<file path="src/design/rvCorePkg.sv">
`default_nettype none

package rvCorePkg;

	typedef logic [31:0] word_t;
	typedef logic [4:0]  regIdx_t;

	localparam word_t RESET_PC   = 32'h8000_0000;
	localparam int    PROG_WORDS = 64;
	localparam int    DATA_WORDS = 64;
	localparam int    PROG_IDX_W = $clog2(PROG_WORDS);
	localparam int    DATA_IDX_W = $clog2(DATA_WORDS);

	// major opcodes of the supported subset
	localparam logic [6:0] OPC_LUI    = 7'b0110111;
	localparam logic [6:0] OPC_AUIPC  = 7'b0010111;
	localparam logic [6:0] OPC_JAL    = 7'b1101111;
	localparam logic [6:0] OPC_JALR   = 7'b1100111;
	localparam logic [6:0] OPC_BRANCH = 7'b1100011;
	localparam logic [6:0] OPC_LOAD   = 7'b0000011;
	localparam logic [6:0] OPC_STORE  = 7'b0100011;
	localparam logic [6:0] OPC_OPIMM  = 7'b0010011;
	localparam logic [6:0] OPC_OP     = 7'b0110011;
	localparam logic [6:0] OPC_SYSTEM = 7'b1110011;

	localparam word_t EBREAK_WORD = 32'h0010_0073; // only system word accepted

	typedef enum logic [3:0] {
		ALU_ADD, ALU_SUB, ALU_AND, ALU_OR, ALU_XOR, ALU_SLT,
		ALU_SLTU, ALU_SLL, ALU_SRL, ALU_SRA, ALU_PASSB
	} aluOp_t;

	// WB_UPPER is the pc-relative upper value of auipc
	typedef enum logic [1:0] {WB_ALU, WB_LOAD, WB_PC4, WB_UPPER} wbSel_t;

	typedef enum logic [1:0] {NPC_SEQ, NPC_BRANCH, NPC_JAL, NPC_JALR} nextPcSel_t;

	typedef enum logic [1:0] {MEM_BYTE, MEM_HALF, MEM_WORD} memSize_t;

	typedef enum logic [1:0] {HALT_NONE, HALT_EBREAK, HALT_INVALID} haltCause_t;

	typedef struct packed {
		logic     regWrite;
		logic     memRead;
		logic     memWrite;
		memSize_t memSize;
		logic     loadUnsigned;
		logic     aluSrcImm;
		aluOp_t   aluOp;
		wbSel_t   wbSel;
		logic     isBranch;
		logic     isJal;
		logic     isJalr;
		logic     isEbreak;
		logic     invalid;
	} ctrl_t;

	typedef struct packed {
		logic                  en;
		logic [PROG_IDX_W-1:0] index;
		word_t                 data;
	} progLoad_t;

	typedef struct packed {
		logic    valid;
		word_t   pc;
		regIdx_t rd;
		logic    regWrite;
		word_t   value;
	} retireTrace_t;

endpackage

`default_nettype wire

</file>
<file path="src/design/coreSequencer.sv">
`default_nettype none

module coreSequencer import rvCorePkg::*; (
	input  logic       clk,
	input  logic       reset,
	input  logic       start,
	input  logic       haltReq,
	input  haltCause_t haltReason,
	output logic       fetchEn,
	output logic       execEn,
	output logic       halted,
	output haltCause_t haltCause
);

	typedef enum logic [1:0] {S_IDLE, S_FETCH, S_EXEC, S_HALT} state_t;

	state_t state;

	always_ff @(posedge clk) begin
		if (reset) begin
			state     <= S_IDLE;
			haltCause <= HALT_NONE;
		end else begin
			case (state)
				S_IDLE:  if (start) state <= S_FETCH;
				S_FETCH: state <= S_EXEC;
				S_EXEC: begin
					if (haltReq) begin
						state     <= S_HALT;
						haltCause <= haltReason; // held until reset
					end else begin
						state <= S_FETCH;
					end
				end
				default: state <= S_HALT; // terminal
			endcase
		end
	end

	assign fetchEn = (state == S_FETCH);
	assign execEn  = (state == S_EXEC);
	assign halted  = (state == S_HALT);

endmodule

`default_nettype wire

</file>
<file path="config.mk">
export PLATFORM = sky130hd
export DESIGN_NAME = coreSequencer
export DESIGN_NICKNAME = d
export VERILOG_FILES = /design/src/design/rvCorePkg.sv /design/src/design/coreSequencer.sv
export SDC_FILE = /design/constraint.sdc
export NUM_CORES = 1
export LEC_CHECK = 0
export ABC_AREA = 1
export BUFFER_PORTS_ARGS = -buffer_cell sky130_fd_sc_hd__buf_2
export CAP_MARGIN = 10
export CELL_PAD_IN_SITES_DETAIL_PLACEMENT = 1
export CELL_PAD_IN_SITES_GLOBAL_PLACEMENT = 2
export CORE_AREA = 2 2 39 41
export CTS_CLUSTER_DIAMETER = 50
export DETAILED_ROUTE_END_ITERATION = 10
export DIE_AREA = 0 0 41 43
export PLACE_DENSITY_LB_ADDON = 0.1
export RECOVER_POWER = 100
export SYNTH_ARGS = -nofsm -noshare
export SYNTH_HDL_FRONTEND = slang
export SYNTH_SLANG_ARGS = --single-unit
</file>
<file path="constraint.sdc">
create_clock -name clk -period 1.6 [get_ports clk]
set_input_delay 0.24 -clock clk [delete_from_list [all_inputs] [get_ports clk]]
set_output_delay 0.24 -clock clk [all_outputs]
set_load 0.02 [all_outputs]
</file>
Word level (Yosys, flattened, before mapping). Cells that the tools add are included.

Bits in registers: 4. Input bits: 6. Output and inout port bits: 5. Word-level logic and storage cells: 11.

Equality and inequality tests: 4. Mux-type cells: 3. Reduce and logical (&&, ||, !) cells: 2.

Operators with widths (number): $pmux 2 s3 (1); $eq 2x2->1 const B (2); $mux 2 (2); $eq 2x1->1 const B (1); $logic_not 2->1 (1); $ne 2x2->1 const B (1); $reduce_and 2->1 (1).

Depth between registers and ports, before layout.
Depth after elaboration: 2. Depth in mapped cells: 5. Depth with buffers taken out: 5.

Worst setup path before layout. No wires, ideal clock.

Path kind: register to output. Start point: reg state[1]. End point: out execEn. Data arrival time: 0.717 ns. Path slack: 0.643 ns. Cell stages (with the launch flop): 3. Buffers on the path: 0. Cells stage by stage: dfxtp_1 inv_1 nor2_1.

Longest elaborated chain between the ends: 1.

Ends and longest elaborated chain: start: declaration (line coreSequencer.sv:17) `state_t state;`; start signal: assignment (line coreSequencer.sv:21) `state <= S_IDLE;`; start signal: assignment (line coreSequencer.sv:25) `S_IDLE: if (start) state <= S_FETCH;`; start signal: assignment (line coreSequencer.sv:26) `S_FETCH: state <= S_EXEC;`; $eq 2x2->1 (line coreSequencer.sv:41) `assign execEn = (state == S_EXEC);`; end: declaration (line coreSequencer.sv:10) `output logic execEn,`.

Every way passes these cells.

Worst setup path after layout. Ends and elaborated chain as after synthesis.

==> flow_metrics.tcl <==
set metrics [dict create \
    outcome "complete, no violations" \
    grt_max_degree 6 \
    gr-usage-all-layers_pct 6.31 \
    area_growth_pct 47.4 \
    path_cells "inv_1 > nor2_1 > clkbuf_1" \
    yosysWarnings 0 \
    crit_family "flip-flops" \
    grt_pass1_wl_um 703 \
    drtPass1Iterations 1 \
    period_share_pct 78.8 \
    worst-path-buf-inv 2 \
    start_util_pct 12.4 \
    ios 11 \
    critical_path.max_fanout 5 \
    ant_nets 0 \
    cpPeakStageDelay_ps 380 \
    io_buffer_count 10 \
    vias_per_cell 3.55 \
    cap_violations 0 \
    avgRoutedWirePerCell_um 8.87 \
    final_common_cell "nand2_1" \
    layout_common_cells "nand2_1, inv_1, nor2_1" \
    min_period_ps 1260 \
    slew_viol_final 0 \
    synth.avg_cell_area_um2 6.59 \
    htree_levels 1 \
    cp_data_required_time_ps 1360 \
    postRouteWirelength_um 488 \
    die-height_um 43 \
    hold_violations 0 \
    critPathKind "reg -> out" \
    num_vias 195 \
    holdBufCountCts 0 \
    cts.clk_slew.worst_paths_ps 40 \
    cts_buffer_depth 2 \
    drt_iter0_drc 0 \
    cts-root-buf "clkbuf_4" \
    cts_made_buffers 3 \
    num_rows 14 \
    synthesis.nets 32 \
    ys_ff_latch 4 \
    synthDistinctLibCells 6 \
    overflow 0 \
    die-area_um2 1760 \
    fmax_mhz 793 \
    p_per_area_nw_per_um2 1080 \
    tightest_slew_ps 256 \
    antenna_cells 0 \
    cts_tree "yes" \
    synth_cells 26 \
    p_leak_nw 0.135 \
    timing.rr.end "haltCause[1]" \
    cts.sinks 4 \
    timing.rr.start "state[0]" \
    critPathArrivalTime_ps 1020 \
    gp_congestion 0.601 \
    seq_area_frac_synth_pct 46.7 \
    fin_tns_setup_ps 0 \
    whs_path_depth 2 \
    r2r_slack_ps 710 \
    crit_path_start_kind "flip-flop" \
    cts_setup_buffers 0 \
    die_w_um 41 \
    ir_drop_uv 317 \
    setup_viol 0 \
    rsz0062_at_grt "no" \
    antenna_found_initial 0 \
    reg2reg_depth 4 \
    setup_ws_ps 339 \
    path_depth 3 \
    relSlewSlack_pct 83.0 \
    min_path_type "in -> reg" \
    drive_above_1_share_pct 20.5 \
    drc 0 \
    end_kind "output port" \
    nets 47 \
    cpMaxStageDelayCell "dfxtp_1" \
    fp.coreArea_um2 1380 \
    min_from "reset" \
    whs_endpoint "state[0]" \
    n_fill_cell 178 \
    cts_resized 0 \
    synth_area_um2 171 \
    skew_ps 4.19 \
    preCtsSetupSlack_ps 641 \
    clk-insertion-delay-late_ps 230 \
    grt_pass1_vias 207 \
]
sequential cells by signal, summed over array words and instances, names as in the netlist:
name,flops
state,2
haltCause,2
metrics by stage:
stage	instance area [um^2]	util, %	power (W)	hold WS (ps)	cells
global placement	241	17.5	0.000151	445	52
finish	253	18.3	0.000272	199	55
global route	253	18.3	0.000292	200	55
detailed placement	241	17.5	0.000153	453	52
floorplan	171	-	0.000135	309	26
CTS	264	19.1	0.000283	204	55
layer usage:
layer | part of all wire, % | wire [um] | track usage [%] | up-vias
met5 | 0 | 0 | 0 | -
met4 | 0 | 0 | 6.00 | 0
met3 | 9.8 | 48 | 3.14 | 0
met2 | 50 | 242 | 9.38 | 7
met1 | 40 | 197 | 5.73 | 86
li1 | - | - | - | 102
synthesized netlist by cell type:
library cell  number  share of area, %
nand2_1            7                15
dfxtp_1            4                47
nand3_2            1               5.8
inv_1              6                13
nor2_1             6                13
a21oi_1            2               5.8
final cells by class:
cell class / count / area [um^2] / area share, %
inverter: 6 / 22.5 / 8.91
timing repair buffer: 10 / 43.8 / 17.3
clock buffer: 3 / 22.5 / 8.91
sequential: 4 / 80.1 / 31.7
multi-input combinational: 16 / 63.8 / 25.2
tap: 16 / 20.0 / 7.92
kinds of logic after synthesis:
group,share of synthesized area [%]
simple gates,34.3
flops,46.7
buf+inv,13.1
compound gates,5.84
where the power goes:
group          internal (W)  switching [W]  leakage, nW   total, W
clock             0.0000839      0.0000408       0.0138   0.000125
combinational     0.0000125      0.0000239       0.0885  0.0000364
sequential         0.000106     0.00000457       0.0328   0.000111
total              0.000203      0.0000693        0.135   0.000272
how the worst max path moves through the flow:
stage	slack, ps	endpoint	start
2_1_floorplan	640	execEn	state[1]
3_3_place_gp	680	execEn	state[1]
3_5_place_dp	640	execEn	state[1]
4_1_cts	390	execEn	state[1]
5_1_grt	260	execEn	state[1]
6_report	340	execEn	state[1]
Power figures use the tool's default switching activity.
