## config.mk

```make
export PLATFORM = sky130hd
export DESIGN_NAME = programMemory
export DESIGN_NICKNAME = d
export VERILOG_FILES = /design/src/design/rvCorePkg.sv /design/src/design/programMemory.sv
export SDC_FILE = /design/constraint.sdc
export NUM_CORES = 2
export LEC_CHECK = 0
export BUFFER_PORTS_ARGS = -buffer_cell sky130_fd_sc_hd__buf_4
export CAP_MARGIN = 20
export CELL_PAD_IN_SITES_DETAIL_PLACEMENT = 0
export CELL_PAD_IN_SITES_GLOBAL_PLACEMENT = 1
export CORE_MARGIN = 3
export CORE_UTILIZATION = 45
export DETAILED_ROUTE_END_ITERATION = 12
export PLACE_DENSITY = 0.64
export SETUP_SLACK_MARGIN = 0.3
export SLEW_MARGIN = 5
export SYNTH_ARGS = -nofsm -noshare
export SYNTH_HDL_FRONTEND = slang
export SYNTH_SLANG_ARGS = --single-unit
```

## constraint.sdc

```tcl
create_clock -name clk -period 5.43 [get_ports clk]
set_input_delay 0.543 -clock clk [delete_from_list [all_inputs] [get_ports clk]]
set_output_delay 0.543 -clock clk [all_outputs]
set_load 0.05 [all_outputs]
```

## src/design/rvCorePkg.sv

```systemverilog
`default_nettype none

package rvCorePkg;

	typedef logic [31:0] word_t;
	typedef logic [4:0]  regIdx_t;

	localparam word_t RESET_PC   = 32'h8000_0000;
	localparam int    PROG_WORDS = 64;
	localparam int    DATA_WORDS = 64;
	localparam int    PROG_IDX_W = $clog2(PROG_WORDS);
	localparam int    DATA_IDX_W = $clog2(DATA_WORDS);

	// major opcodes of the supported subset
	localparam logic [6:0] OPC_LUI    = 7'b0110111;
	localparam logic [6:0] OPC_AUIPC  = 7'b0010111;
	localparam logic [6:0] OPC_JAL    = 7'b1101111;
	localparam logic [6:0] OPC_JALR   = 7'b1100111;
	localparam logic [6:0] OPC_BRANCH = 7'b1100011;
	localparam logic [6:0] OPC_LOAD   = 7'b0000011;
	localparam logic [6:0] OPC_STORE  = 7'b0100011;
	localparam logic [6:0] OPC_OPIMM  = 7'b0010011;
	localparam logic [6:0] OPC_OP     = 7'b0110011;
	localparam logic [6:0] OPC_SYSTEM = 7'b1110011;

	localparam word_t EBREAK_WORD = 32'h0010_0073; // only system word accepted

	typedef enum logic [3:0] {
		ALU_ADD, ALU_SUB, ALU_AND, ALU_OR, ALU_XOR, ALU_SLT,
		ALU_SLTU, ALU_SLL, ALU_SRL, ALU_SRA, ALU_PASSB
	} aluOp_t;

	// WB_UPPER is the pc-relative upper value of auipc
	typedef enum logic [1:0] {WB_ALU, WB_LOAD, WB_PC4, WB_UPPER} wbSel_t;

	typedef enum logic [1:0] {NPC_SEQ, NPC_BRANCH, NPC_JAL, NPC_JALR} nextPcSel_t;

	typedef enum logic [1:0] {MEM_BYTE, MEM_HALF, MEM_WORD} memSize_t;

	typedef enum logic [1:0] {HALT_NONE, HALT_EBREAK, HALT_INVALID} haltCause_t;

	typedef struct packed {
		logic     regWrite;
		logic     memRead;
		logic     memWrite;
		memSize_t memSize;
		logic     loadUnsigned;
		logic     aluSrcImm;
		aluOp_t   aluOp;
		wbSel_t   wbSel;
		logic     isBranch;
		logic     isJal;
		logic     isJalr;
		logic     isEbreak;
		logic     invalid;
	} ctrl_t;

	typedef struct packed {
		logic                  en;
		logic [PROG_IDX_W-1:0] index;
		word_t                 data;
	} progLoad_t;

	typedef struct packed {
		logic    valid;
		word_t   pc;
		regIdx_t rd;
		logic    regWrite;
		word_t   value;
	} retireTrace_t;

endpackage

`default_nettype wire

```

## src/design/programMemory.sv

```systemverilog
`default_nettype none

module programMemory import rvCorePkg::*; (
	input  logic      clk,
	input  progLoad_t load,
	input  logic      loadAllowed,
	input  logic      fetchEn,
	input  word_t     pc,
	output word_t     instr
);

	word_t mem [PROG_WORDS];

	always_ff @(posedge clk) begin
		if (load.en && loadAllowed) begin
			mem[load.index] <= load.data; // filled while core is idle or halted
		end
		if (fetchEn) begin
			instr <= mem[pc[PROG_IDX_W+1:2]]; // held through execute
		end
	end

endmodule

`default_nettype wire

```

# [Yosys cells after proc, flatten, opt, wreduce, memory -nomap -nowiden]
# Memory sizes are Yosys's and may differ from the RTL's. A register that Yosys moved wholly into a read port is not among the register bits.
# Index checks and enable logic that the tools add are counted.
[op_classes] n_addsub=0 n_mul=0 div=0 n_lt_le_gt_ge=0 eq_ne=0 n_shift=0 muxes=2 bitwise=0 n_reduce_logical=1
[ops] op="2-to-1 mux 1 bit" n=2
[ops] op="logical AND 1 bit" n=1
[word_totals] regBits=0 latchBits=0 ram_bits=2048 rom_bits=0 in_bits=74 out_inout_bits=32 elab_cells=4 memories=1
[mem_list] memory="mem" words=64 word_bits=32 read_ports=1 rd_clocked_by_memory_dff=1 wr=1 line_no="programMemory.sv:12" text="word_t mem [PROG_WORDS];"

# [Logic depth before layout (Yosys ltp)]
[depth] depth_word=3 ltp_mapped=10 mapped_depth_nobuf=5

# [Worst setup path after synthesis]
# Ideal clock, no wire load.
[synth_timing] kind="input to register" from="input port load[37] (netlist bit)" to="memory mem[39][0] (netlist bit) (enable)" setup_ns=0.421 t_arrival_ns=2.751 t_required_ns=5.009 path_slack_ns=2.258 path_stages=4 path_buffers=2 path_cell_list="clkbuf_1 or3b_2 clkbuf_1 nor2_1"
[synth_lines] item="start, declared" line_no="programMemory.sv:5" text="input progLoad_t load,"
[synth_lines] item="end, declared" line_no="programMemory.sv:12"
# No word-level cell before the write port.

==> flow_summary.json <==
{
  "crit_fanout": 46,
  "dieArea_mm2": 0.181,
  "ir_worst_vdd_uv": 367,
  "avgViaCountPerCell": 6.01,
  "setup_violations": 0,
  "totalWireLength_mm": 206,
  "drv_cap": 0,
  "portBuffers": 79,
  "syn_nets": 3574,
  "nets": 3828,
  "vias": 37700,
  "cts_buffers": 208,
  "status": "finished, final reports clean",
  "die_h_um": 425,
  "fill_cells": 13600,
  "clock_path_buffers": 3,
  "fin_setup_tns_ns": 0,
  "slew_violations": 0,
  "reg2reg_depth": 5,
  "rsz0062_at_grt": "false",
  "netlist.area_leader.share_pct": 78.9,
  "netlist_area_mm2": 0.0792,
  "fmax_ghz": 0.338,
  "clock_sinks": 2080,
  "reg2reg_to": "instr[8]$_DFFE_PP_",
  "ys.flop_type": "edfxtp_1",
  "timing_hold_violations_final": 0,
  "grt_overflow": 0,
  "p_per_area_mw_per_mm2": 373,
  "ys_seq_area_share_pct": 78.9,
  "die-width_um": 425,
  "leakagePower_nw": 27.9,
  "grt_pass1_wl_mm": 293,
  "final_util_pct": 51.7,
  "grt_pass1_vias": 38500,
  "worst_pin_slew_ns": 1.17,
  "drt_iter0_drc": 4086,
  "core-area_mm2": 0.174,
  "ys_async_sr_fraction_pct": 0,
  "final_cell_mix": "edfxtp_1, mux4_2, buf_4",
  "fin_crit_ns": 2.96,
  "grt_antenna_before_repair": 11,
  "relSlewSlack_pct": 21.5,
  "clk_latency_ns": 0.85,
  "hp-class": "input pin to flop",
  "cts-root-buf": "clkbuf_16",
  "yosysWarnings": 0,
  "critPathArrivalTime_ns": 3.61,
  "area_growth_pct": 13.8,
  "track_usage_pct": 23.0,
  "holdPathStages": 1,
  "dpl.hpwl_mm": 120,
  "cts_tree": "yes",
  "yosysTopAreaCell": "edfxtp_1",
  "worstSetupPathType": "input pin to flop",
  "r2r_setup_slack_ns": 3.10,
  "worstHoldStart": "load[5]",
  "htree_levels": 4,
  "cts_resized": 0,
  "wl_per_cell_um": 32.9,
  "cts-hold-fix-buffers": 0,
  "gp_congestion": 0.763,
  "grt_max_degree": 75,
  "drive_gt1_share_pct": 28.0,
  "power_w": 0.0336,
  "initial_core_util_pct": 45.4,
  "ys_ff_latch": 2080,
  "synth_cell_types": 42,
  "netlist_instances": 3500,
  "place_area_mm2": 0.0834,
  "layout_worst_path_cycle_share_pct": 54.6,
  "drcViolationCount": 0,
  "timing.rr.start": "mem[46][8]$_DFFE_PP_",
  "rows": 153,
  "worstPathRequired_ns": 6.08,
  "cts_setup_buffers": 0,
  "synth.avg_cell_area_um2": 22.6,
  "holdPathEnd": "mem[35][5]$_DFFE_PP_",
  "startpoint_type": "input pin",
  "final_area_mm2": 0.0901,
  "fin_skew_ns": 0.0403,
  "ant_nets": 0,
  "end_kind": "flop",
  "top_level_ports": 106,
  "drtPass1Iterations": 7,
  "synth_edf_count": 2080,
  "cts.clk_slew.worst_paths_ns": 0.06,
  "synth_area_leaders": "edfxtp_1, mux4_2, mux2i_1",
  "layout_commonest_cell": "edfxtp_1"
}
worst max path at each step:
stage	from	to	depth (start not counted)	slack (ns)
5_1_grt	pc[5]	instr[20]$_DFFE_PP_	7	2.42
3_5_place_dp	pc[5]	instr[2]$_DFFE_PP_	7	1.59
3_3_place_gp	pc[5]	instr[2]$_DFFE_PP_	7	1.60
4_1_cts	pc[5]	instr[2]$_DFFE_PP_	7	2.51
2_1_floorplan	load[37]	mem[39][0]$_DFFE_PP_	4	2.26
6_report	pc[5]	instr[2]$_DFFE_PP_	7	2.47
report_power, final:
| part | internal (W) | switching (W) | total (W) |
|---|---|---|---|
| Clock | 0.00800 | 0.00615 | 0.0142 |
| Sequential | 0.0178 | 0.0000327 | 0.0178 |
| Combinational | 0.000562 | 0.00109 | 0.00166 |
synth_stat cells (7+ instances only):
cell type	n
nor3_1	9
a21oi_1	24
a211oi_1	32
buf_2	59
edfxtp_1	2080
mux2_2	25
buf_6	29
and3_1	14
mux4_2	476
o22ai_1	56
o221ai_1	51
clkbuf_1	63
nand2b_1	19
mux2i_1	71
o211a_1	8
nor2b_1	24
a31oi_1	7
nor2_1	93
nand3_1	69
buf_1	10
a22oi_1	54
buf_4	29
nand2_1	100
nand4_1	48
layer usage:
metal	part of all wire (%)	GRT usage, %	up-vias
li1	-	-	15500
met1	41	31.9	20500
met2	50	37.8	1370
met3	6.6	3.92	261
met4	2.4	6.31	0
met5	0	0	-
cells by family (layout without fill, tap and decap cells):
logic type	count (synthesis)	after routing	synth area share [%]
AO/OA/AOI/OAI	259	259	2.39
other	0	8	0
buffers and inverters	197	628	1.53
AND/OR/NAND/NOR	392	392	2.37
flip-flops	2080	2080	78.9
multiplexers	572	572	14.8
area by class of cell:
cell class	instances	area [um2]	area share, %
sequential	2080	62500	69.3
antenna	8	20.0	0.0222
clock inverter	125	1320	1.46
tap	2325	2910	3.23
timing repair buffer	240	1970	2.19
clock buffer	262	5410	6.00
inverter	1	3.75	0.00417
multi-input combinational	1223	16000	17.8
through the flow:
stage,hold slack [ns],worst slack [ns],cells
2_1_floorplan,0.642,2.26,3500
3_3_place_gp,0.918,1.60,5869
3_5_place_dp,0.937,1.59,5869
4_1_cts,0.190,2.51,6256
5_1_grt,0.232,2.42,6261
6_report,0.235,2.47,6264
critical path: stages:
cell and delay, ns:
buf_4 0.68, buf_12 0.34, nor2b_4 0.88, buf_4 0.35, nand2_1 0.09, nand4_1 0.23, and3_1 0.36
state kept, by name (all words and copies together), names as in the netlist:
name   count
instr     32
mem     2048
(Power assumes the default switching activity.)
