===== src/design/rvCorePkg.sv =====
`default_nettype none

package rvCorePkg;

	typedef logic [31:0] word_t;
	typedef logic [4:0]  regIdx_t;

	localparam word_t RESET_PC   = 32'h8000_0000;
	localparam int    PROG_WORDS = 64;
	localparam int    DATA_WORDS = 64;
	localparam int    PROG_IDX_W = $clog2(PROG_WORDS);
	localparam int    DATA_IDX_W = $clog2(DATA_WORDS);

	// major opcodes of the supported subset
	localparam logic [6:0] OPC_LUI    = 7'b0110111;
	localparam logic [6:0] OPC_AUIPC  = 7'b0010111;
	localparam logic [6:0] OPC_JAL    = 7'b1101111;
	localparam logic [6:0] OPC_JALR   = 7'b1100111;
	localparam logic [6:0] OPC_BRANCH = 7'b1100011;
	localparam logic [6:0] OPC_LOAD   = 7'b0000011;
	localparam logic [6:0] OPC_STORE  = 7'b0100011;
	localparam logic [6:0] OPC_OPIMM  = 7'b0010011;
	localparam logic [6:0] OPC_OP     = 7'b0110011;
	localparam logic [6:0] OPC_SYSTEM = 7'b1110011;

	localparam word_t EBREAK_WORD = 32'h0010_0073; // only system word accepted

	typedef enum logic [3:0] {
		ALU_ADD, ALU_SUB, ALU_AND, ALU_OR, ALU_XOR, ALU_SLT,
		ALU_SLTU, ALU_SLL, ALU_SRL, ALU_SRA, ALU_PASSB
	} aluOp_t;

	// WB_UPPER is the pc-relative upper value of auipc
	typedef enum logic [1:0] {WB_ALU, WB_LOAD, WB_PC4, WB_UPPER} wbSel_t;

	typedef enum logic [1:0] {NPC_SEQ, NPC_BRANCH, NPC_JAL, NPC_JALR} nextPcSel_t;

	typedef enum logic [1:0] {MEM_BYTE, MEM_HALF, MEM_WORD} memSize_t;

	typedef enum logic [1:0] {HALT_NONE, HALT_EBREAK, HALT_INVALID} haltCause_t;

	typedef struct packed {
		logic     regWrite;
		logic     memRead;
		logic     memWrite;
		memSize_t memSize;
		logic     loadUnsigned;
		logic     aluSrcImm;
		aluOp_t   aluOp;
		wbSel_t   wbSel;
		logic     isBranch;
		logic     isJal;
		logic     isJalr;
		logic     isEbreak;
		logic     invalid;
	} ctrl_t;

	typedef struct packed {
		logic                  en;
		logic [PROG_IDX_W-1:0] index;
		word_t                 data;
	} progLoad_t;

	typedef struct packed {
		logic    valid;
		word_t   pc;
		regIdx_t rd;
		logic    regWrite;
		word_t   value;
	} retireTrace_t;

endpackage

`default_nettype wire


===== src/design/registerFile.sv =====
`default_nettype none

module registerFile import rvCorePkg::*; (
	input  logic    clk,
	input  logic    reset,
	input  logic    we,
	input  regIdx_t rd,
	input  regIdx_t rs1,
	input  regIdx_t rs2,
	input  word_t   wdata,
	output word_t   rdata1,
	output word_t   rdata2
);

	word_t regs [1:31]; // x0 has no storage

	always_ff @(posedge clk) begin
		if (reset) begin
			for (int i = 1; i < 32; i++) begin
				regs[i] <= '0;
			end
		end else if (we && rd != 5'd0) begin
			regs[rd] <= wdata;
		end
	end

	assign rdata1 = (rs1 == 5'd0) ? '0 : regs[rs1];
	assign rdata2 = (rs2 == 5'd0) ? '0 : regs[rs2];

endmodule

`default_nettype wire


===== config.mk =====
export PLATFORM = sky130hd
export DESIGN_NAME = registerFile
export DESIGN_NICKNAME = d
export VERILOG_FILES = /design/src/design/rvCorePkg.sv /design/src/design/registerFile.sv
export SDC_FILE = /design/constraint.sdc
export NUM_CORES = 2
export LEC_CHECK = 0
export BUFFER_PORTS_ARGS = -buffer_cell sky130_fd_sc_hd__clkbuf_2
export CORE_MARGIN = 2
export CORE_UTILIZATION = 64
export DETAILED_ROUTE_END_ITERATION = 12
export HOLD_SLACK_MARGIN = 0.08
export PLACE_DENSITY = 0.81
export SLEW_MARGIN = 20
export SYNTH_ARGS = -nofsm -noshare
export SYNTH_HDL_FRONTEND = slang
export SYNTH_SLANG_ARGS = --single-unit

===== constraint.sdc =====
create_clock -name clk -period 2.82 [get_ports clk]
set_input_delay 0.282 -clock clk [delete_from_list [all_inputs] [get_ports clk]]
set_output_delay 0.282 -clock clk [all_outputs]
set_load 0.03 [all_outputs]

# Word level (Yosys, flattened, before mapping)
# Memory sizes are Yosys's and may differ from the RTL's.
# Cells that the tools add are included.
# word_totals
register_bits	0
latchBits	0
ram_bits	992
rom_bits	0
wordCells	16
mem_count	1
# memory_table
name	depth	width	rd	rd_clocked_by_memory_dff	wr	line_no	source
regs	31	32	2	0	31	registerFile.sv:15	word_t regs [1:31];
# classes
add_sub_neg	0
mul	0
n_div	0
order_cmp	0
eq_ne	0
shifts	0
muxes	10
n_bitwise	0
n_reduce_logical	5
# ops
op	count
$mux 32	3
$reduce_or 32->1	1
$logic_not 5->1	2
$mux 1	6
$mux 5	1
$reduce_bool 5->1	1
$logic_and 1x1->1	1

# Longest topological paths before layout
# logic_depth
ltp_word	7
ltp_mapped	9
mapped_depth_nobuf	4

# Least setup slack after synthesis
# Ideal clock, no wire load.
# synth_timing
kind	input port to output port
from	input port rs2[0]
to	output port rdata2[30]
t_arrival_ps	2709
required_time_ps	2538
path_slack_ps	-171
stages	6
cell_sequence	clkbuf_2 -> buf_6 -> buf_4 -> mux4_2 -> mux2i_1 -> a2111oi_0
# synth_between
elab_chain_cells	2
elab_cells_between_ends	3
classes_between	mux: 1; reduce/logical: 1; memory: 1
# synth_lines
element	line_no	source
start: declaration	registerFile.sv:9	input regIdx_t rs2,
$mem_v2 31x32 or $logic_not 5->1 (tied branches)	--	
$mux 32 (*)	registerFile.sv:28	assign rdata2 = (rs2 == 5'd0) ? '0 : regs[rs2];
end: declaration	registerFile.sv:12	output word_t rdata2
# Every way passes the cells marked *; elsewhere a longest branch is shown, timed or not.

# Final worst setup path
# layout_timing
from	input port rs2[4]
to	output port rdata2[24]
# The elaborated chain is that of the path after synthesis.

==> summary.txt <==
Layout
  – Largest reg by FF count: regs
  – Nets: around 4000
  – Area delta synth->final: 16.9%
  – Commonest non-fill, non-tap cell in the layout: edfxtp_1
  – Finished layout cell area: 63900 um2
  – Top Registers: regs: 1024 flops
  – Layout cells sized above 1: between 30% and 40%
  – Max reg flops: between 1000 and 1500
  – Commonest non-fill, non-tap cells in the layout: edfxtp_1, and2_1, mux4_2
  – Non-filler cells, final: between 5000 and 6000

Logic synthesis
  – Yosys top cell by area: edfxtp_1
  – Warnings, synthesis: 0
  – Yosys top cell area share: 56.3%
  – Adder-cell share of the synthesized area: 0%
  – Largest family of logic cells by synthesized area: multiplexers
  – FF+latch count, synth: 1024
  – Post-synthesis mux area share: 21.3%
  – Synth Area in XOR/XNOR: 0%
  – Post-Synth Simple-Gate Area: 13.7%
  – Largest cells by area after synthesis: edfxtp_1, mux4_2, and2_1
  – Mapped Area: around 55000 um2
  – Async set-reset flop share out of synthesis: 0%
  – Top FF cell, synth: edfxtp_1
  – Compound-gate portion of the synthesized area: 5.39%
  – Mapped Cells: 3765
  – Yosys cell types: 44
  – Syn Area/Cell: 14.5 um2
  – Register area share after synthesis: 56.3%
  – Number of flops mapped to enable cells by yosys: 1024

Detailed routing
  – DRT Pass-1 Iters: 6
  – Post-DR wirelength/cell: between 30 and 40 um
  – Antenna-violating nets left: 0
  – Initial DRC count: 5931
  – Drc violations: 0
  – Via density: 7.23
  – Total Wirelength: 176 mm
  – Via count: roughly 38000

Global route
  – Global route overflow: 0
  – Antenna violations before repair: 11
  – First-pass GRT wire length: 251 mm
  – Vias in the first global route: 37502
  – Total GRT Usage: 40.2%
  – Largest net degree at the start of global routing: 37

Power
  – Power per cell area: 591 nW/um2
  – Total chip power: between 30 and 40 mW
  – Pleak: 23.0 nW
  – Maximum VDD drop: about 600 uV

Place
  – Final HPWL DP: ~110 mm
  – Post-DP Area: 58600 um2
  – Placed Cells: 4982
  – Routability cong.: 0.961
  – IO buf count: 113
  – Dpl ws: -0.146 ns

Setup path
  – Critical Path Source Type: input port
  – Crit path capture type: output port
  – CP Data Required Time: approximately 2.5 ns
  – Crit path DAT: 2.63 ns
  – Critical-path maximum fanout: 22
  – Critical setup path kind: input port to output port

STA
  – # setup viols final: 8
  – Crit path time final: 2.91 ns
  – Rel. slew slack: 49.2%
  – RSZ-0062 raised after global routing: yes
  – Slew @ Worst Pin: about 0.76 ns
  – Hold Vio Cnt, Final: 0
  – Slew Viols, Final: 0
  – Setup ws final: -0.0948 ns
  – Period Utilization, post-route: 103%
  – FMAX: 343 MHz
  – Post-Route Setup TNS: -0.171 ns

Status
  – Status: complete, but fails checks
  – Failing checks: negative setup slack

CTS
  – Clock transition at path regs: 0.07 ns
  – CTS tree: yes
  – CTS sink count: ~1000
  – H-tree lvl count: 3
  – Cts bufs inserted: 105
  – Clock root buffer: clkbuf_16
  – Clock Path Buffers: 3
  – Cts hold-fix bufs: 0

Die
  – Effective utilization at floorplan: between 60% and 70%
  – Core area: about 85000 um2
  – IO Pins: 114
  – Die area: 87700 um2
  – Die X-Extent: between 200 and 300 um
  – Site row count: 107
  – Die height: about 300 um

Run
  – Max-Cap Viols: 0

Worst hold path
  – Worst min-delay path category: input port to flip-flop
-- worst max-delay path, stage by stage --
cell and delay [ns]:
clkbuf_2 0.15, buf_4 0.57, buf_4 0.53, a2111oi_2 0.12, buf_4 0.16, nor4b_1 0.49
buf_4 0.27
-- timing repair --
action | CTS | global route
pin swaps | 62 | 18
endpoints found under the hold margin | 0 | 0
endpoints found under the setup margin | 47 | 53
buffers inserted | 16 | 6
gates resized for setup | 215 | 100
-- cell families (layout without fill, tap and decap cells) --
| group | count (synthesis) | after routing |
|---|---|---|
| flip-flops | 1024 | 1024 |
| AND/OR/NAND/NOR | 1213 | 1213 |
| buffers and inverters | 408 | 666 |
| AO/OA/AOI/OAI | 407 | 407 |
| multiplexers | 712 | 712 |
| other | 1 | 37 |
-- where the power goes --
part	switching (mW)	total [mW]	internal, mW
logic	3.12	5.41	2.29
clock network	6.10	14.2	8.12
registers	0.493	18.1	17.6
-- area by class of cell --
| cell class | instances | area, um2 |
|---|---|---|
| clock inverter | 76 | 773 |
| fill | 4917 | 21000 |
| antenna | 5 | 12.5 |
| sequential | 1024 | 30700 |
| inverter | 1 | 3.75 |
| timing repair buffer | 466 | 4360 |
| tap | 1144 | 1430 |
| clock buffer | 123 | 2720 |
| multi-input combinational | 2364 | 23800 |
-- path summary, 6_finish.rpt --
check	cells past startpoint	endpoint	startpoint	slack (ns)
worst max-delay path	7	rdata2[24]	rs2[4]	-0.09
worst min-delay path	1	regs[0][19]	wdata[19]	0.24
-- metal layers --
| layer | routed length (um) | part of all wire [%] | GRT usage, % | up-vias |
|---|---|---|---|---|
| met1 | 58500 | 33 | 52.1 | 18658 |
| met2 | 79600 | 45 | 60.2 | 3367 |
| met3 | 24700 | 14 | 10.9 | 696 |
| met4 | 12900 | 7.3 | 26.9 | 14 |
| met5 | 89 | 0.051 | 0 | - |
| li1 | - | - | - | 14858 |
-- cell usage after synthesis, types with 2 or more instances --
master        n
edfxtp_1   1024
and2_1      995
mux4_2      356
mux2i_1     322
clkbuf_1    302
a22oi_1     104
a21oi_1      56
buf_2        56
nor2b_1      56
a22o_1       51
o22ai_1      51
a211oi_1     47
nor2_1       37
mux2_2       34
nor4_1       33
a2111oi_1    32
or2_2        32
nor3_1       26
o21ai_0      26
a2111oi_0    23
buf_4        21
buf_6        19
o21ai_1      10
buf_1         8
nand2_1       6
nand3b_1      5
a221oi_1      4
nand3_1       4
and3_1        3
nand2b_1      3
or3b_2        3
a221o_1       2
nor4b_1       2
or3_1         2
-- stage by stage --
stage	util [%]	hold slack, ns
finish	75.2	0.236
global route	75.2	0.255
CTS	74.6	0.206
detailed placement	69.0	0.932
global placement	69.0	0.922
floorplan	-	0.381
Note: power is estimated with default switching activity, not from simulation.
