**config.mk**
```make
export PLATFORM = sky130hd
export DESIGN_NAME = instrDecoder
export DESIGN_NICKNAME = d
export VERILOG_FILES = /design/src/design/rvCorePkg.sv /design/src/design/instrDecoder.sv
export SDC_FILE = /design/constraint.sdc
export NUM_CORES = 1
export LEC_CHECK = 0
export BUFFER_PORTS_ARGS = -buffer_cell sky130_fd_sc_hd__buf_4
export CORE_MARGIN = 10
export CORE_UTILIZATION = 40
export DETAILED_ROUTE_END_ITERATION = 16
export PLACE_DENSITY = 0.83
export SETUP_SLACK_MARGIN = 0.05
export SLEW_MARGIN = 5
export SYNTH_ARGS = -nofsm -noshare
export SYNTH_HDL_FRONTEND = slang
export SYNTH_SLANG_ARGS = --single-unit
```
**constraint.sdc**
```tcl
create_clock -name vclk -period 2.2
set_input_delay 0.33 -clock vclk [all_inputs]
set_output_delay 0.33 -clock vclk [all_outputs]
set_load 0.005 [all_outputs]
```
**src/design/rvCorePkg.sv**
```systemverilog
`default_nettype none

package rvCorePkg;

	typedef logic [31:0] word_t;
	typedef logic [4:0]  regIdx_t;

	localparam word_t RESET_PC   = 32'h8000_0000;
	localparam int    PROG_WORDS = 64;
	localparam int    DATA_WORDS = 64;
	localparam int    PROG_IDX_W = $clog2(PROG_WORDS);
	localparam int    DATA_IDX_W = $clog2(DATA_WORDS);

	// major opcodes of the supported subset
	localparam logic [6:0] OPC_LUI    = 7'b0110111;
	localparam logic [6:0] OPC_AUIPC  = 7'b0010111;
	localparam logic [6:0] OPC_JAL    = 7'b1101111;
	localparam logic [6:0] OPC_JALR   = 7'b1100111;
	localparam logic [6:0] OPC_BRANCH = 7'b1100011;
	localparam logic [6:0] OPC_LOAD   = 7'b0000011;
	localparam logic [6:0] OPC_STORE  = 7'b0100011;
	localparam logic [6:0] OPC_OPIMM  = 7'b0010011;
	localparam logic [6:0] OPC_OP     = 7'b0110011;
	localparam logic [6:0] OPC_SYSTEM = 7'b1110011;

	localparam word_t EBREAK_WORD = 32'h0010_0073; // only system word accepted

	typedef enum logic [3:0] {
		ALU_ADD, ALU_SUB, ALU_AND, ALU_OR, ALU_XOR, ALU_SLT,
		ALU_SLTU, ALU_SLL, ALU_SRL, ALU_SRA, ALU_PASSB
	} aluOp_t;

	// WB_UPPER is the pc-relative upper value of auipc
	typedef enum logic [1:0] {WB_ALU, WB_LOAD, WB_PC4, WB_UPPER} wbSel_t;

	typedef enum logic [1:0] {NPC_SEQ, NPC_BRANCH, NPC_JAL, NPC_JALR} nextPcSel_t;

	typedef enum logic [1:0] {MEM_BYTE, MEM_HALF, MEM_WORD} memSize_t;

	typedef enum logic [1:0] {HALT_NONE, HALT_EBREAK, HALT_INVALID} haltCause_t;

	typedef struct packed {
		logic     regWrite;
		logic     memRead;
		logic     memWrite;
		memSize_t memSize;
		logic     loadUnsigned;
		logic     aluSrcImm;
		aluOp_t   aluOp;
		wbSel_t   wbSel;
		logic     isBranch;
		logic     isJal;
		logic     isJalr;
		logic     isEbreak;
		logic     invalid;
	} ctrl_t;

	typedef struct packed {
		logic                  en;
		logic [PROG_IDX_W-1:0] index;
		word_t                 data;
	} progLoad_t;

	typedef struct packed {
		logic    valid;
		word_t   pc;
		regIdx_t rd;
		logic    regWrite;
		word_t   value;
	} retireTrace_t;

endpackage

`default_nettype wire

```
**src/design/instrDecoder.sv**
```systemverilog
`default_nettype none

module instrDecoder import rvCorePkg::*; (
	input  word_t instr,
	output ctrl_t ctrl,
	output word_t imm
);

	logic [6:0] opcode;
	logic [2:0] funct3;
	logic [6:0] funct7;

	assign opcode = instr[6:0];
	assign funct3 = instr[14:12];
	assign funct7 = instr[31:25];

	// funct3 to alu op, alt picks sub/sra
	function automatic aluOp_t aluFromFunct3(input logic [2:0] f3, input logic alt);
		aluOp_t op;
		case (f3)
			3'b000:  op = alt ? ALU_SUB : ALU_ADD;
			3'b001:  op = ALU_SLL;
			3'b010:  op = ALU_SLT;
			3'b011:  op = ALU_SLTU;
			3'b100:  op = ALU_XOR;
			3'b101:  op = alt ? ALU_SRA : ALU_SRL;
			3'b110:  op = ALU_OR;
			default: op = ALU_AND;
		endcase
		return op;
	endfunction

	always_comb begin
		ctrl       = '0;
		ctrl.aluOp = ALU_ADD;
		ctrl.wbSel = WB_ALU;
		ctrl.memSize = MEM_WORD;
		imm        = '0;
		case (opcode)
			OPC_LUI: begin
				imm            = {instr[31:12], 12'b0};
				ctrl.regWrite  = 1'b1;
				ctrl.aluSrcImm = 1'b1;
				ctrl.aluOp     = ALU_PASSB;
			end
			OPC_AUIPC: begin
				imm           = {instr[31:12], 12'b0};
				ctrl.regWrite = 1'b1;
				ctrl.wbSel    = WB_UPPER;
			end
			OPC_JAL: begin
				imm = {{11{instr[31]}}, instr[31], instr[19:12], instr[20], instr[30:21], 1'b0};
				ctrl.regWrite = 1'b1;
				ctrl.wbSel    = WB_PC4;
				ctrl.isJal    = 1'b1;
			end
			OPC_JALR: begin
				imm           = {{20{instr[31]}}, instr[31:20]};
				ctrl.regWrite = 1'b1;
				ctrl.wbSel    = WB_PC4;
				ctrl.isJalr   = 1'b1;
				ctrl.invalid  = (funct3 != 3'b000);
			end
			OPC_BRANCH: begin
				imm = {{19{instr[31]}}, instr[31], instr[7], instr[30:25], instr[11:8], 1'b0};
				ctrl.aluOp    = ALU_SUB; // beq compares via zero flag
				ctrl.isBranch = 1'b1;
				ctrl.invalid  = (funct3 != 3'b000); // only beq
			end
			OPC_LOAD: begin
				imm               = {{20{instr[31]}}, instr[31:20]};
				ctrl.regWrite     = 1'b1;
				ctrl.memRead      = 1'b1;
				ctrl.aluSrcImm    = 1'b1;
				ctrl.wbSel        = WB_LOAD;
				ctrl.memSize      = memSize_t'(funct3[1:0]);
				ctrl.loadUnsigned = funct3[2];
				ctrl.invalid      = (funct3[1:0] == 2'b11) || (funct3 == 3'b110);
			end
			OPC_STORE: begin
				imm            = {{20{instr[31]}}, instr[31:25], instr[11:7]};
				ctrl.memWrite  = 1'b1;
				ctrl.aluSrcImm = 1'b1;
				ctrl.memSize   = memSize_t'(funct3[1:0]);
				ctrl.invalid   = (funct3[2] || funct3[1:0] == 2'b11);
			end
			OPC_OPIMM: begin
				imm            = {{20{instr[31]}}, instr[31:20]};
				ctrl.regWrite  = 1'b1;
				ctrl.aluSrcImm = 1'b1;
				ctrl.aluOp     = aluFromFunct3(funct3, 1'b0);
				ctrl.invalid   = (funct3 == 3'b001) || (funct3 == 3'b101); // no immediate shifts
			end
			OPC_OP: begin
				ctrl.regWrite = 1'b1;
				ctrl.aluOp    = aluFromFunct3(funct3, funct7[5]);
				if (funct7 == 7'b0100000)
					ctrl.invalid = !(funct3 == 3'b000 || funct3 == 3'b101);
				else
					ctrl.invalid = (funct7 != 7'b0000000);
			end
			OPC_SYSTEM: begin
				ctrl.isEbreak = (instr == EBREAK_WORD);
				ctrl.invalid  = (instr != EBREAK_WORD);
			end
			default: ctrl.invalid = 1'b1;
		endcase

		// an unsupported word must not change any state
		if (ctrl.invalid) begin
			ctrl.regWrite = 1'b0;
			ctrl.memWrite = 1'b0;
			ctrl.memRead  = 1'b0;
			ctrl.isBranch = 1'b0;
			ctrl.isJal    = 1'b0;
			ctrl.isJalr   = 1'b0;
		end
	end

endmodule

`default_nettype wire

```
# [Word-level counts from Yosys, hierarchy flattened]
# Cells that the tools add are included.
# Widths: inputs -> output; s select.
[totals] mem_bits_rw=0 mem_count=0 ff_bits=0 inputBits=32 latch_bits=0 rom_bits=0
[op_classes] magnitude_cmp=0 addsub=0 multipliers=0 div=0 mux=21 n_reduce_logical=16 shifts=0 eq_ne=20 bitwise_logic=0
[op_table] operator="$pmux 32 s5" n=1
[op_table] operator="$pmux 4 s7" n=2
[op_table] operator="$eq 32x21->1 const B" n=1
[op_table] operator="$ne 32x21->1 const B" n=1
[op_table] operator="$eq 7x6->1 const B" n=4
[op_table] operator="$eq 7x7->1 const B" n=4
[op_table] operator="$pmux 4 s4" n=1
[op_table] operator="$eq 7x5->1 const B" n=2
[op_table] operator="$mux 1" n=12
[op_table] operator="$eq 3x3->1 const B" n=3
[op_table] operator="$reduce_or 2->1" n=4
[op_table] operator="$eq 7x2->1 const B" n=1
[op_table] operator="$pmux 1 s7" n=1
[op_table] operator="$reduce_bool 7->1" n=1
[op_table] operator="$reduce_or 7->1" n=1
[op_table] operator="$eq 3x2->1 const B" n=2
[op_table] operator="$mux 3" n=2
[op_table] operator="$pmux 2 s3" n=1
[op_table] operator="$reduce_or 3->1" n=2
[op_table] operator="$logic_or 1x1->1" n=4
[op_table] operator="$reduce_or 4->1" n=1
[op_table] operator="$eq 3x1->1 const B" n=1
[op_table] operator="$logic_not 3->1" n=1
[op_table] operator="$reduce_bool 3->1" n=1
[op_table] operator="3 further kinds" n=3

# [Depth between registers and ports, before layout]
[logic_depth] word_depth=6 depth_mapped=7

# [Least setup slack after synthesis]
# Ideal clock, no wire load.
[synth_path] kind="input to output" start="input port instr[27]" end="output port ctrl[0] in the netlist's numbering" arrival_ns=1.673 setup_slack_ns=0.197 path_stages=5 path_cell_list="or4_4 > nor3_2 > nand4_1 > a32o_2 > a311o_1"
[synth_rtl] item="start, declared" line="instrDecoder.sv:4" text="input word_t instr,"
[synth_rtl] item="end, declared" line="instrDecoder.sv:5" text="output ctrl_t ctrl,"

==> results.toml <==
[global_route]
use_met1_pct = 18.5
grt_usage_pct = 16.0
grt_pass1_vias = 1297
grt_overflow = 0
antenna_found_initial = 0
grt_max_degree = 17
busiest_layer = "met2"
met3_usage_pct = 5.12
grt_first_pass_wirelength_mm = 6.07
gr-usage-met2_pct = 28.8

[final_layout]
fin_nets = 247
syn2layout_area_growth_pct = 76.5
drive_above_1_share_pct = 50.2
seq_area_um2 = 0
num_antenna_cells = 0
n_sequential_cell = 0
n_clock_buffer = 0
layout_commonest_cell = "buf_4"
num-fill-cells = 177
layout_common_cells = "buf_4, a21o_1, nand2_1, and2_1"
fin_util_pct = 72.5

[yosys]
synth_area_um2 = 891
yosysTopAreaCell = "a21o_1"
yosysSeqAreaShare_pct = 0
syn_avg_cell_area_um2 = 6.75
synth_top_cells_by_area = "a21o_1, and2_1, a2111oi_4"
yosysWarningCount = 0
synth_fp_nets = 164
synthDistinctLibCells = 45
synth.top_cell.area_share_pct = 16.0
syn-instance-count = 132

[min_path]
hold-path-endpoint = "imm[17]"
hold_class = "in -> out"
min_path_cells = 3
hold_start = "instr[17]"

[routing]
drc = 0
avgRoutedWirePerCell_um = 17.3
dr.pass1.iters = 4
routed_via_density = 5.51
drtAntennaViolNets = 0
drt-initial-drc-count = 122
via_count = 1329
routed_wl_mm = 4.18

[critical_path]
path_max_fanout = 2
critical_path_required_ns = 1.87
path_class = "in -> out"
startpoint_type = "input pin"
end_kind = "output pin"
critPathArrivalTime_ns = 2.00

[die]
pin_count = 82
coreArea_um2 = 2170
start_util_pct = 41.1
rows = 17
fp.dieArea_um2 = 4510
fp.dieW_um = 67.2
die_h_um = 67.2

[power]
p_leak_uw = 0.000898
power_uw = 182
irDropWorstVdd_mv = 0.0689
power.density_nw_per_um2 = 116

[sta]
finalWorstSetupSlack_ns = -0.135
worst_slew_pin_slew_ns = 0.551
hold_violations = 0
setup_viol = 2
finalCriticalPeriod_ns = 2.33
min_period_over_period_pct = 106
timing.fmax_mhz = 428
final-max-slew-violation-count = 0
slew_headroom_pct = 63.3
rsz0062_at_grt = "yes"

[placed_design]
gp_congestion = 0.864
port_buffers = 82
dpl.hpwl_mm = 3.47

[status]
violations = "setup timing"
status = "finished, violations left"

[flow_run]
drv_cap = 0
-- through the flow --
stage	setup TNS (ns)	hold WS, ns	cell area [um^2]	std cells	setup WS, ns
4_1_cts	-0.327	0.939	1560	241	-0.172
3_5_place_dp	-0.400	0.934	1540	241	-0.211
6_report	-0.243	0.936	1570	241	-0.135
2_1_floorplan	0	0.749	891	132	0.197
3_3_place_gp	-0.257	0.936	1540	241	-0.135
5_1_grt	-0.357	0.949	1570	241	-0.195
-- power by group --
group          switching, uW  total [uW]  internal, uW
combinational           87.9         182          94.2
clock                      0           0             0
sequential                 0           0             0
-- what timing repair did --
item                       in CTS  in global routing
gates resized for setup         3                  5
pin swaps                       7                  3
hold buffers                    0                  0
buffers inserted                0                  0
setup endpoints to repair       3                 19
-- synth_stat cells (2+ instances only) --
| cell type | n |
|---|---|
| o21a_1 | 2 |
| a22o_1 | 4 |
| nand4_1 | 2 |
| o22ai_1 | 2 |
| inv_1 | 3 |
| nor3b_1 | 2 |
| nand3_1 | 3 |
| and2_1 | 10 |
| buf_6 | 3 |
| nor4b_1 | 2 |
| a21oi_1 | 2 |
| nand2_1 | 9 |
| nor4_1 | 4 |
| nor3_1 | 8 |
| nor2_1 | 8 |
| buf_4 | 4 |
| clkbuf_1 | 5 |
| a21o_1 | 19 |
| a2111oi_4 | 2 |
| o21ai_0 | 8 |
| o21ai_1 | 2 |
| or3_1 | 2 |
| nand2b_1 | 2 |
| and3_1 | 3 |
-- metal layers --
layer  share of wire, %  up-vias
li1                   -      661
met1                 40      597
met2                 49       65
met3                9.6        6
met4                1.3        0
met5                  0        -
-- kinds of logic after synthesis --
logic type,after synthesis,synth area share [%]
muxes,1,1.12
xor gates and xnor gates,2,1.97
buffers and inverters,16,11.1
AOI/OAI and AO/OA,50,45.1
and+or+nand+nor,63,40.7
-- final cells by class --
class                      instances  area [um^2]  area share (%)
multi-input combinational        116          813            51.7
timing repair buffer              94          713            45.3
tap                               28         35.0            2.23
inverter                           3         11.3           0.716
-- critical path, stage by stage --
cell and delay [ns]:
buf_6 0.10, or4_4 0.54, nor3_4 0.16, nand4_1 0.15, a32o_2 0.28, a2111oi_4 0.28, buf_4 0.16
-- how the worst max path moves through the flow --
| stage | from | end | slack [ns] | depth (start not counted) |
|---|---|---|---|---|
| floorplan | instr[27] | ctrl[0] | 0.20 | 5 |
| global placement | instr[27] | ctrl[17] | -0.13 | 7 |
| detailed placement | instr[27] | ctrl[17] | -0.21 | 7 |
| CTS | instr[25] | ctrl[17] | -0.17 | 7 |
| global route | instr[25] | ctrl[17] | -0.20 | 7 |
| finish | instr[25] | ctrl[17] | -0.13 | 7 |
No activity file was read; power rests on OpenSTA's default activity.
