`src/design/rvCorePkg.sv`:
```
`default_nettype none

package rvCorePkg;

	typedef logic [31:0] word_t;
	typedef logic [4:0]  regIdx_t;

	localparam word_t RESET_PC   = 32'h8000_0000;
	localparam int    PROG_WORDS = 64;
	localparam int    DATA_WORDS = 64;
	localparam int    PROG_IDX_W = $clog2(PROG_WORDS);
	localparam int    DATA_IDX_W = $clog2(DATA_WORDS);

	// major opcodes of the supported subset
	localparam logic [6:0] OPC_LUI    = 7'b0110111;
	localparam logic [6:0] OPC_AUIPC  = 7'b0010111;
	localparam logic [6:0] OPC_JAL    = 7'b1101111;
	localparam logic [6:0] OPC_JALR   = 7'b1100111;
	localparam logic [6:0] OPC_BRANCH = 7'b1100011;
	localparam logic [6:0] OPC_LOAD   = 7'b0000011;
	localparam logic [6:0] OPC_STORE  = 7'b0100011;
	localparam logic [6:0] OPC_OPIMM  = 7'b0010011;
	localparam logic [6:0] OPC_OP     = 7'b0110011;
	localparam logic [6:0] OPC_SYSTEM = 7'b1110011;

	localparam word_t EBREAK_WORD = 32'h0010_0073; // only system word accepted

	typedef enum logic [3:0] {
		ALU_ADD, ALU_SUB, ALU_AND, ALU_OR, ALU_XOR, ALU_SLT,
		ALU_SLTU, ALU_SLL, ALU_SRL, ALU_SRA, ALU_PASSB
	} aluOp_t;

	// WB_UPPER is the pc-relative upper value of auipc
	typedef enum logic [1:0] {WB_ALU, WB_LOAD, WB_PC4, WB_UPPER} wbSel_t;

	typedef enum logic [1:0] {NPC_SEQ, NPC_BRANCH, NPC_JAL, NPC_JALR} nextPcSel_t;

	typedef enum logic [1:0] {MEM_BYTE, MEM_HALF, MEM_WORD} memSize_t;

	typedef enum logic [1:0] {HALT_NONE, HALT_EBREAK, HALT_INVALID} haltCause_t;

	typedef struct packed {
		logic     regWrite;
		logic     memRead;
		logic     memWrite;
		memSize_t memSize;
		logic     loadUnsigned;
		logic     aluSrcImm;
		aluOp_t   aluOp;
		wbSel_t   wbSel;
		logic     isBranch;
		logic     isJal;
		logic     isJalr;
		logic     isEbreak;
		logic     invalid;
	} ctrl_t;

	typedef struct packed {
		logic                  en;
		logic [PROG_IDX_W-1:0] index;
		word_t                 data;
	} progLoad_t;

	typedef struct packed {
		logic    valid;
		word_t   pc;
		regIdx_t rd;
		logic    regWrite;
		word_t   value;
	} retireTrace_t;

endpackage

`default_nettype wire

```
`src/design/dataMemory.sv`:
```
`default_nettype none

module dataMemory import rvCorePkg::*; (
	input  logic     clk,
	input  logic     reset,
	input  logic     we,
	input  memSize_t size,
	input  logic     unsignedLoad,
	input  word_t    addr,
	input  word_t    wdata,
	output word_t    rdata
);

	word_t                 mem [DATA_WORDS];
	logic [DATA_IDX_W-1:0] idx;
	logic [3:0]            laneMask;
	word_t                 laneData;
	word_t                 rawWord;
	word_t                 shifted;

	assign idx = addr[DATA_IDX_W+1:2]; // upper address bits ignored

	always_comb begin
		case (size)
			MEM_BYTE: begin
				laneMask = 4'b0001 << addr[1:0];
				laneData = {4{wdata[7:0]}};
			end
			MEM_HALF: begin
				laneMask = addr[1] ? 4'b1100 : 4'b0011;
				laneData = {2{wdata[15:0]}};
			end
			default: begin
				laneMask = 4'b1111;
				laneData = wdata;
			end
		endcase
	end

	always_ff @(posedge clk) begin
		if (reset) begin
			for (int i = 0; i < DATA_WORDS; i++) begin
				mem[i] <= '0;
			end
		end else if (we) begin
			for (int b = 0; b < 4; b++) begin
				if (laneMask[b]) mem[idx][b*8 +: 8] <= laneData[b*8 +: 8];
			end
		end
	end

	assign rawWord = mem[idx];
	assign shifted = rawWord >> {addr[1:0], 3'b000}; // selected lane to bit 0

	always_comb begin
		case (size)
			MEM_BYTE: rdata = {{24{shifted[7] & ~unsignedLoad}}, shifted[7:0]};
			MEM_HALF: rdata = {{16{shifted[15] & ~unsignedLoad}}, shifted[15:0]};
			default:  rdata = rawWord;
		endcase
	end

endmodule

`default_nettype wire

```
`config.mk`:
```
export PLATFORM = sky130hd
export DESIGN_NAME = dataMemory
export DESIGN_NICKNAME = d
export VERILOG_FILES = /design/src/design/rvCorePkg.sv /design/src/design/dataMemory.sv
export SDC_FILE = /design/constraint.sdc
export NUM_CORES = 2
export LEC_CHECK = 0
export BUFFER_PORTS_ARGS = -buffer_cell sky130_fd_sc_hd__buf_2
export CAP_MARGIN = 30
export CORE_ASPECT_RATIO = 1.25
export CORE_MARGIN = 10
export CORE_UTILIZATION = 25
export CTS_CLUSTER_SIZE = 8
export DETAILED_ROUTE_END_ITERATION = 7
export SLEW_MARGIN = 20
export SYNTH_ARGS = -nofsm -noshare
export SYNTH_HDL_FRONTEND = slang
export SYNTH_SLANG_ARGS = --single-unit
```
`constraint.sdc`:
```
create_clock -name clk -period 3.7 [get_ports clk]
set_input_delay 0.185 -clock clk [delete_from_list [all_inputs] [get_ports clk]]
set_output_delay 0.185 -clock clk [all_outputs]
set_load 0.1 [all_outputs]
```
# After elaboration in Yosys (flattened, before gate mapping)
# Memory sizes are Yosys's and may differ from the RTL's.
# Cells that the tools add are included.
op_classes:
  eq_ne: 1
  shifts: 2
  n_addsub: 0
  bitwise_logic: 3
  multipliers: 0
  div: 0
  n_lt_le_gt_ge: 0
  n_reduce_logical: 2
  n_mux: 25
ops:
  columns: ["cell", "n"]
  rows:
  - ["32-bit case mux with 2 select lines", 2]
  - ["32-bit 2-to-1 mux", 1]
  - ["32-bit OR reduction", 1]
  - ["32-bit by 5-bit >> shifter with 16-bit output", 1]
  - ["1-bit 2-to-1 mux", 18]
  - ["4-bit 2-to-1 mux", 2]
  - ["4-bit case mux with 2 select lines", 1]
  - ["6-bit 2-to-1 mux", 1]
  - ["1-bit by 2-bit left shift with 4-bit output (first input constant)", 1]
  - ["1-bit bitwise AND", 2]
  - ["2-bit by 1-bit == test with 1-bit output (second input constant)", 1]
  - ["2-bit logical NOT", 1]
  - ["1-bit inverter", 1]
totals:
  ramBits: 2048
  regBits: 0
  inputBits: 70
  rom_bits: 0
  latchBits: 0
  memories: 1
  output_inout_bits: 32
  wordCells: 34
memory_table:
  columns: ["name", "words", "word_bits", "rd", "rd_ports_with_merged_regs", "write_ports", "line", "text"]
  rows:
  - ["mem", 64, 32, 1, 0, 64, "dataMemory.sv:14", "word_t mem [DATA_WORDS];"]

# Logic depth before layout (Yosys ltp)
depth:
  ltp_word: 8
  ltp_mapped: 16

# Worst setup path before layout
# OpenSTA, ideal clock, no wires.
synth_timing:
  kind: "input-to-output"
  start: "in addr[4]"
  end: "out rdata[5]"
  path_stages: 12
  n_path_buf: 5
  required_time_ps: 3515
  t_arrival_ps: 4420
  path_slack_ps: -905
  path_cell_list: "buf_6 -> buf_6 -> buf_6 -> nor3_4 -> buf_2 -> buf_1 -> a221oi_1 -> a311oi_1 -> a31oi_1 -> o211ai_1 -> mux2i_1 -> a221oi_1"
synth_between:
  elab_chain_len: 3
synth_lines:
  columns: ["element", "line", "text"]
  rows:
  - ["start, declared", "dataMemory.sv:9", "input word_t addr,"]
  - ["memory 64 x 32 bit *", null, null]
  - ["32-bit by 5-bit >> shifter with 16-bit output", "dataMemory.sv:53", "assign shifted = rawWord >> {addr[1:0], 3'b000};"]
  - ["32-bit case mux with 2 select lines *", "dataMemory.sv:56", "case (size)"]
  - ["end, declared", "dataMemory.sv:11", "output word_t rdata"]
# Every way passes the cells marked *; elsewhere a longest branch is shown, timed or not.

# Worst setup path after layout
layout_timing:
  start: "mem mem[26][7] in the netlist's numbering"
  end: "out rdata[17]"
layout_between:
  elab_chain_len: 4
  elab_cells_between_ends: 5
layout_lines:
  columns: ["element", "line"]
  rows:
  - ["start, declared", "dataMemory.sv:14"]
  - ["memory 64 x 32 bit *", null]
  - ["32-bit by 5-bit >> shifter with 16-bit output *", "dataMemory.sv:53"]
  - ["1-bit bitwise AND (on tied branches)", "dataMemory.sv:58, dataMemory.sv:57"]
  - ["32-bit case mux with 2 select lines *", "dataMemory.sv:56"]
# Marks and branches as above.

==> flow_metrics.py <==
metrics = {
    "global_route": {
        "antenna_found_initial": 29,
        "grt_pass1_wl_mm": 510,
        "grt_pass1_vias": 65900,
        "grt_overflow": 0,
        "grt_util_all_layers_pct": 18.2,
        "grt_max_degree": 160,
    },
    "outcome": {
        "status": "finished, violations left",
        "failed_checks": "setup timing",
    },
    "detailed_routing": {
        "routedWlPerCell_um": 30.0,
        "first_iter_violations": 9822,
        "num_vias": 67600,
        "finalWirelength_mm": 368,
        "drc": 0,
        "drt-pass1-iter-count": 8,
        "viasPerCell": 5.51,
        "ant_nets": 0,
    },
    "worst_hold_path": {
        "min-delay-start": "wdata[2]",
        "holdPathStages": 4,
        "hp-class": "input port to register",
        "min_to": "mem[1][10]",
    },
    "sta": {
        "worst_pin_slew_ns": 1.11,
        "worst_slack_ns": -0.422,
        "fmax_mhz": 243,
        "fin_crit_sh_pct": 111,
        "fin_crit_ns": 4.12,
        "relSlewSlack_pct": 26.1,
        "setup_viol": 28,
        "tns_ns": -9.52,
        "rsz0062_at_grt": "yes",
        "hold_violations": 0,
        "slew_viol_final": 0,
    },
    "floorplan": {
        "num_rows": 246,
        "core_mm2": 0.359,
        "initial_utilization_pct": 25.1,
        "die_area_mm2": 0.384,
        "ios": 102,
        "die_h_um": 691,
        "die_x_um": 556,
    },
    "critical_path": {
        "cp_max_fo": 5,
        "worst_ep_required_time_ns": 3.51,
        "crit_type": "register to output port",
        "end_kind": "output port",
        "arrival_ns": 3.94,
        "start_kind": "register",
    },
    "synth": {
        "synth_flop_cell": "edfxtp_1",
        "seq_area_frac_synth_pct": 68.4,
        "syn_area_mm2": 0.0899,
        "syn_nets": 7130,
        "yosysUniqueCellTypes": 82,
        "avgSynthCellArea_um2": 12.7,
        "synth_edf_count": 2048,
        "synth-warning-count": 0,
        "async_flop_share_pct": 0,
        "synthCells": 7060,
        "ys_ff_latch": 2048,
    },
    "cts": {
        "h-tree-depth": 5,
        "numCtsBuffers": 298,
        "cts-root-buf": "clkbuf_16",
        "clkSinkCount": 2048,
        "clock_path_buffers": 4,
        "path_clk_slew_ns": 0.05,
        "cts_tree": "yes",
    },
    "layout": {
        "nNetsFinal": 7582,
        "instances_no_fill": 12300,
        "final_core_util_pct": 30.7,
        "largest_reg_flops": 2048,
        "regMostFlops": "mem",
        "fillers": 35500,
        "drive_gt1_share_pct": 17.8,
        "area_growth_pct": 22.5,
        "top_regs": "mem x2048",
    },
    "power_and_ir_drop": {
        "p_per_area_mw_per_mm2": 521,
        "power_mw": 57.4,
        "p_leak_nw": 39.0,
        "irDropWorstVdd_mv": 0.400,
    },
    "job": {
        "maxCapViolCount": 0,
    },
    "placed_design": {
        "place_inst": 11900,
        "numPortBuffers": 77,
        "dp_hpwl_mm": 253,
        "place_congestion": 0.979,
    },
}
[metal layers]
metal / GRT usage [%] / part of all wire, % / vias to the layer above
met5: 0 / 0.034 / -
met4: 12.9 / 8.6 / 20
met2: 28.6 / 45 / 4809
li1: - / - / 27400
met1: 21.8 / 35 / 34200
met3: 4.52 / 11 / 1129
[report_power, final]
group	switching [mW]	total, mW	internal, mW
sequential	0.443	27.2	26.7
combinational	4.29	6.13	1.84
clock	9.79	24.1	14.3
total	14.5	57.4	42.9
[worst max path at each step]
stage / start / end / depth (start not counted)
after CTS: mem[29][23] / rdata[12] / 11
after global routing: mem[52][23] / rdata[22] / 12
final: mem[26][7] / rdata[17] / 11
after detailed placement: addr[4] / rdata[24] / 15
after floorplan: addr[4] / rdata[4] / 12
after global placement: addr[4] / rdata[24] / 15
[cells by family (layout without fill, tap and decap cells)]
kind of cell    Yosys count  count (layout)  share of synthesized area [%]
mux                     261             261                           3.32
other cells               0              16                              0
simple gates           2827            2827                           14.4
flops                  2048            2048                           68.4
buf+inv                 671            1142                           3.27
compound gates         1253            1253                           10.6
[Yosys cell counts, types with 9 or more instances]
| master | number | area [um2] |
|---|---|---|
| a211oi_1 | 10 | 75.1 |
| a21o_1 | 64 | 480 |
| a21oi_1 | 101 | 505 |
| a221o_1 | 28 | 280 |
| a221oi_1 | 152 | 1330 |
| a222oi_1 | 39 | 390 |
| a22o_1 | 105 | 920 |
| a22oi_1 | 452 | 3390 |
| a31oi_1 | 90 | 563 |
| a41oi_1 | 19 | 166 |
| and3_1 | 532 | 3330 |
| buf_1 | 48 | 180 |
| buf_2 | 130 | 651 |
| buf_4 | 20 | 150 |
| buf_6 | 22 | 248 |
| clkbuf_1 | 442 | 1660 |
| edfxtp_1 | 2048 | 61500 |
| mux2_1 | 39 | 439 |
| mux2_2 | 47 | 529 |
| mux2i_1 | 152 | 1520 |
| mux4_2 | 20 | 450 |
| nand2_1 | 256 | 961 |
| nand2b_1 | 201 | 1260 |
| nand3_1 | 34 | 170 |
| nand4_1 | 26 | 163 |
| nor2_1 | 1678 | 6300 |
| nor2b_1 | 9 | 56.3 |
| nor3_1 | 14 | 70.1 |
| nor4_1 | 13 | 81.3 |
| nor4bb_1 | 9 | 90.1 |
| o211ai_1 | 12 | 90.1 |
| o21ai_0 | 45 | 225 |
| o21ai_1 | 17 | 85.1 |
| o221ai_1 | 13 | 114 |
| o22ai_1 | 32 | 200 |
| o2bb2ai_1 | 25 | 219 |
[cell type report]
class,count,area [um2],share of cell area (%)
timing repair buffer,816,8300,7.53
clock inverter,18,256,0.233
antenna,16,40.0,0.0363
tap,4712,5900,5.35
multi-input combinational,4341,26600,24.2
sequential,2048,61500,55.8
inverter,7,26.3,0.0238
clock buffer,301,7510,6.82
[layout by cell type (no fill, tap or decap), drive strengths merged, types with 10 or more instances in the layout]
cell	n
a21oi	101
edfxtp	2048
nor4	17
nand4	26
nand3	34
nor2	1678
mux2i	152
a41oi	19
and3	532
mux4	20
nor3	15
a211oi	10
a22oi	452
o211ai	12
nand2b	201
a221oi	153
diode	16
mux2	89
o22ai	32
o221ai	13
o2bb2ai	25
a222oi	39
clkbuf	304
a22o	105
nand2	256
a221o	28
a21o	64
dlygate4sd3	30
inv	16
buf	783
o21ai	62
a31oi	91
[metrics by stage]
step           instance area (um2)  hold slack (ns)  setup slack (ns)
2_1_floorplan                90000            0.534            -0.782
3_3_place_gp                101000            0.640             -1.23
3_5_place_dp                101000            0.659             -1.16
4_1_cts                     110000          0.00809            -0.437
5_1_grt                     110000           0.0463            -0.471
6_report                    110000           0.0364            -0.422
[worst max-delay path, cell delays in order, from the launching register on]
cell and delay, ns:
edfxtp_1 0.40, mux4_2 0.57, mux2i_2 0.45, buf_4 0.20, o22ai_1 0.07, a21oi_1 0.27
nand4b_1 0.25, a31oi_4 0.30, buf_6 0.18, clkbuf_16 0.15, o21ai_2 0.07, buf_12 0.19
[repair_timing]
item                                   in CTS  in global routing
cloned                                      0                  1
endpoints found under the hold margin     378                  0
setup endpoints to repair                  32                 32
setup buffers                               6                  3
hold buffers                               30                  0
resized for setup                         111                 79
pin swaps                                  27                 27
Power figures use the tool's default switching activity.
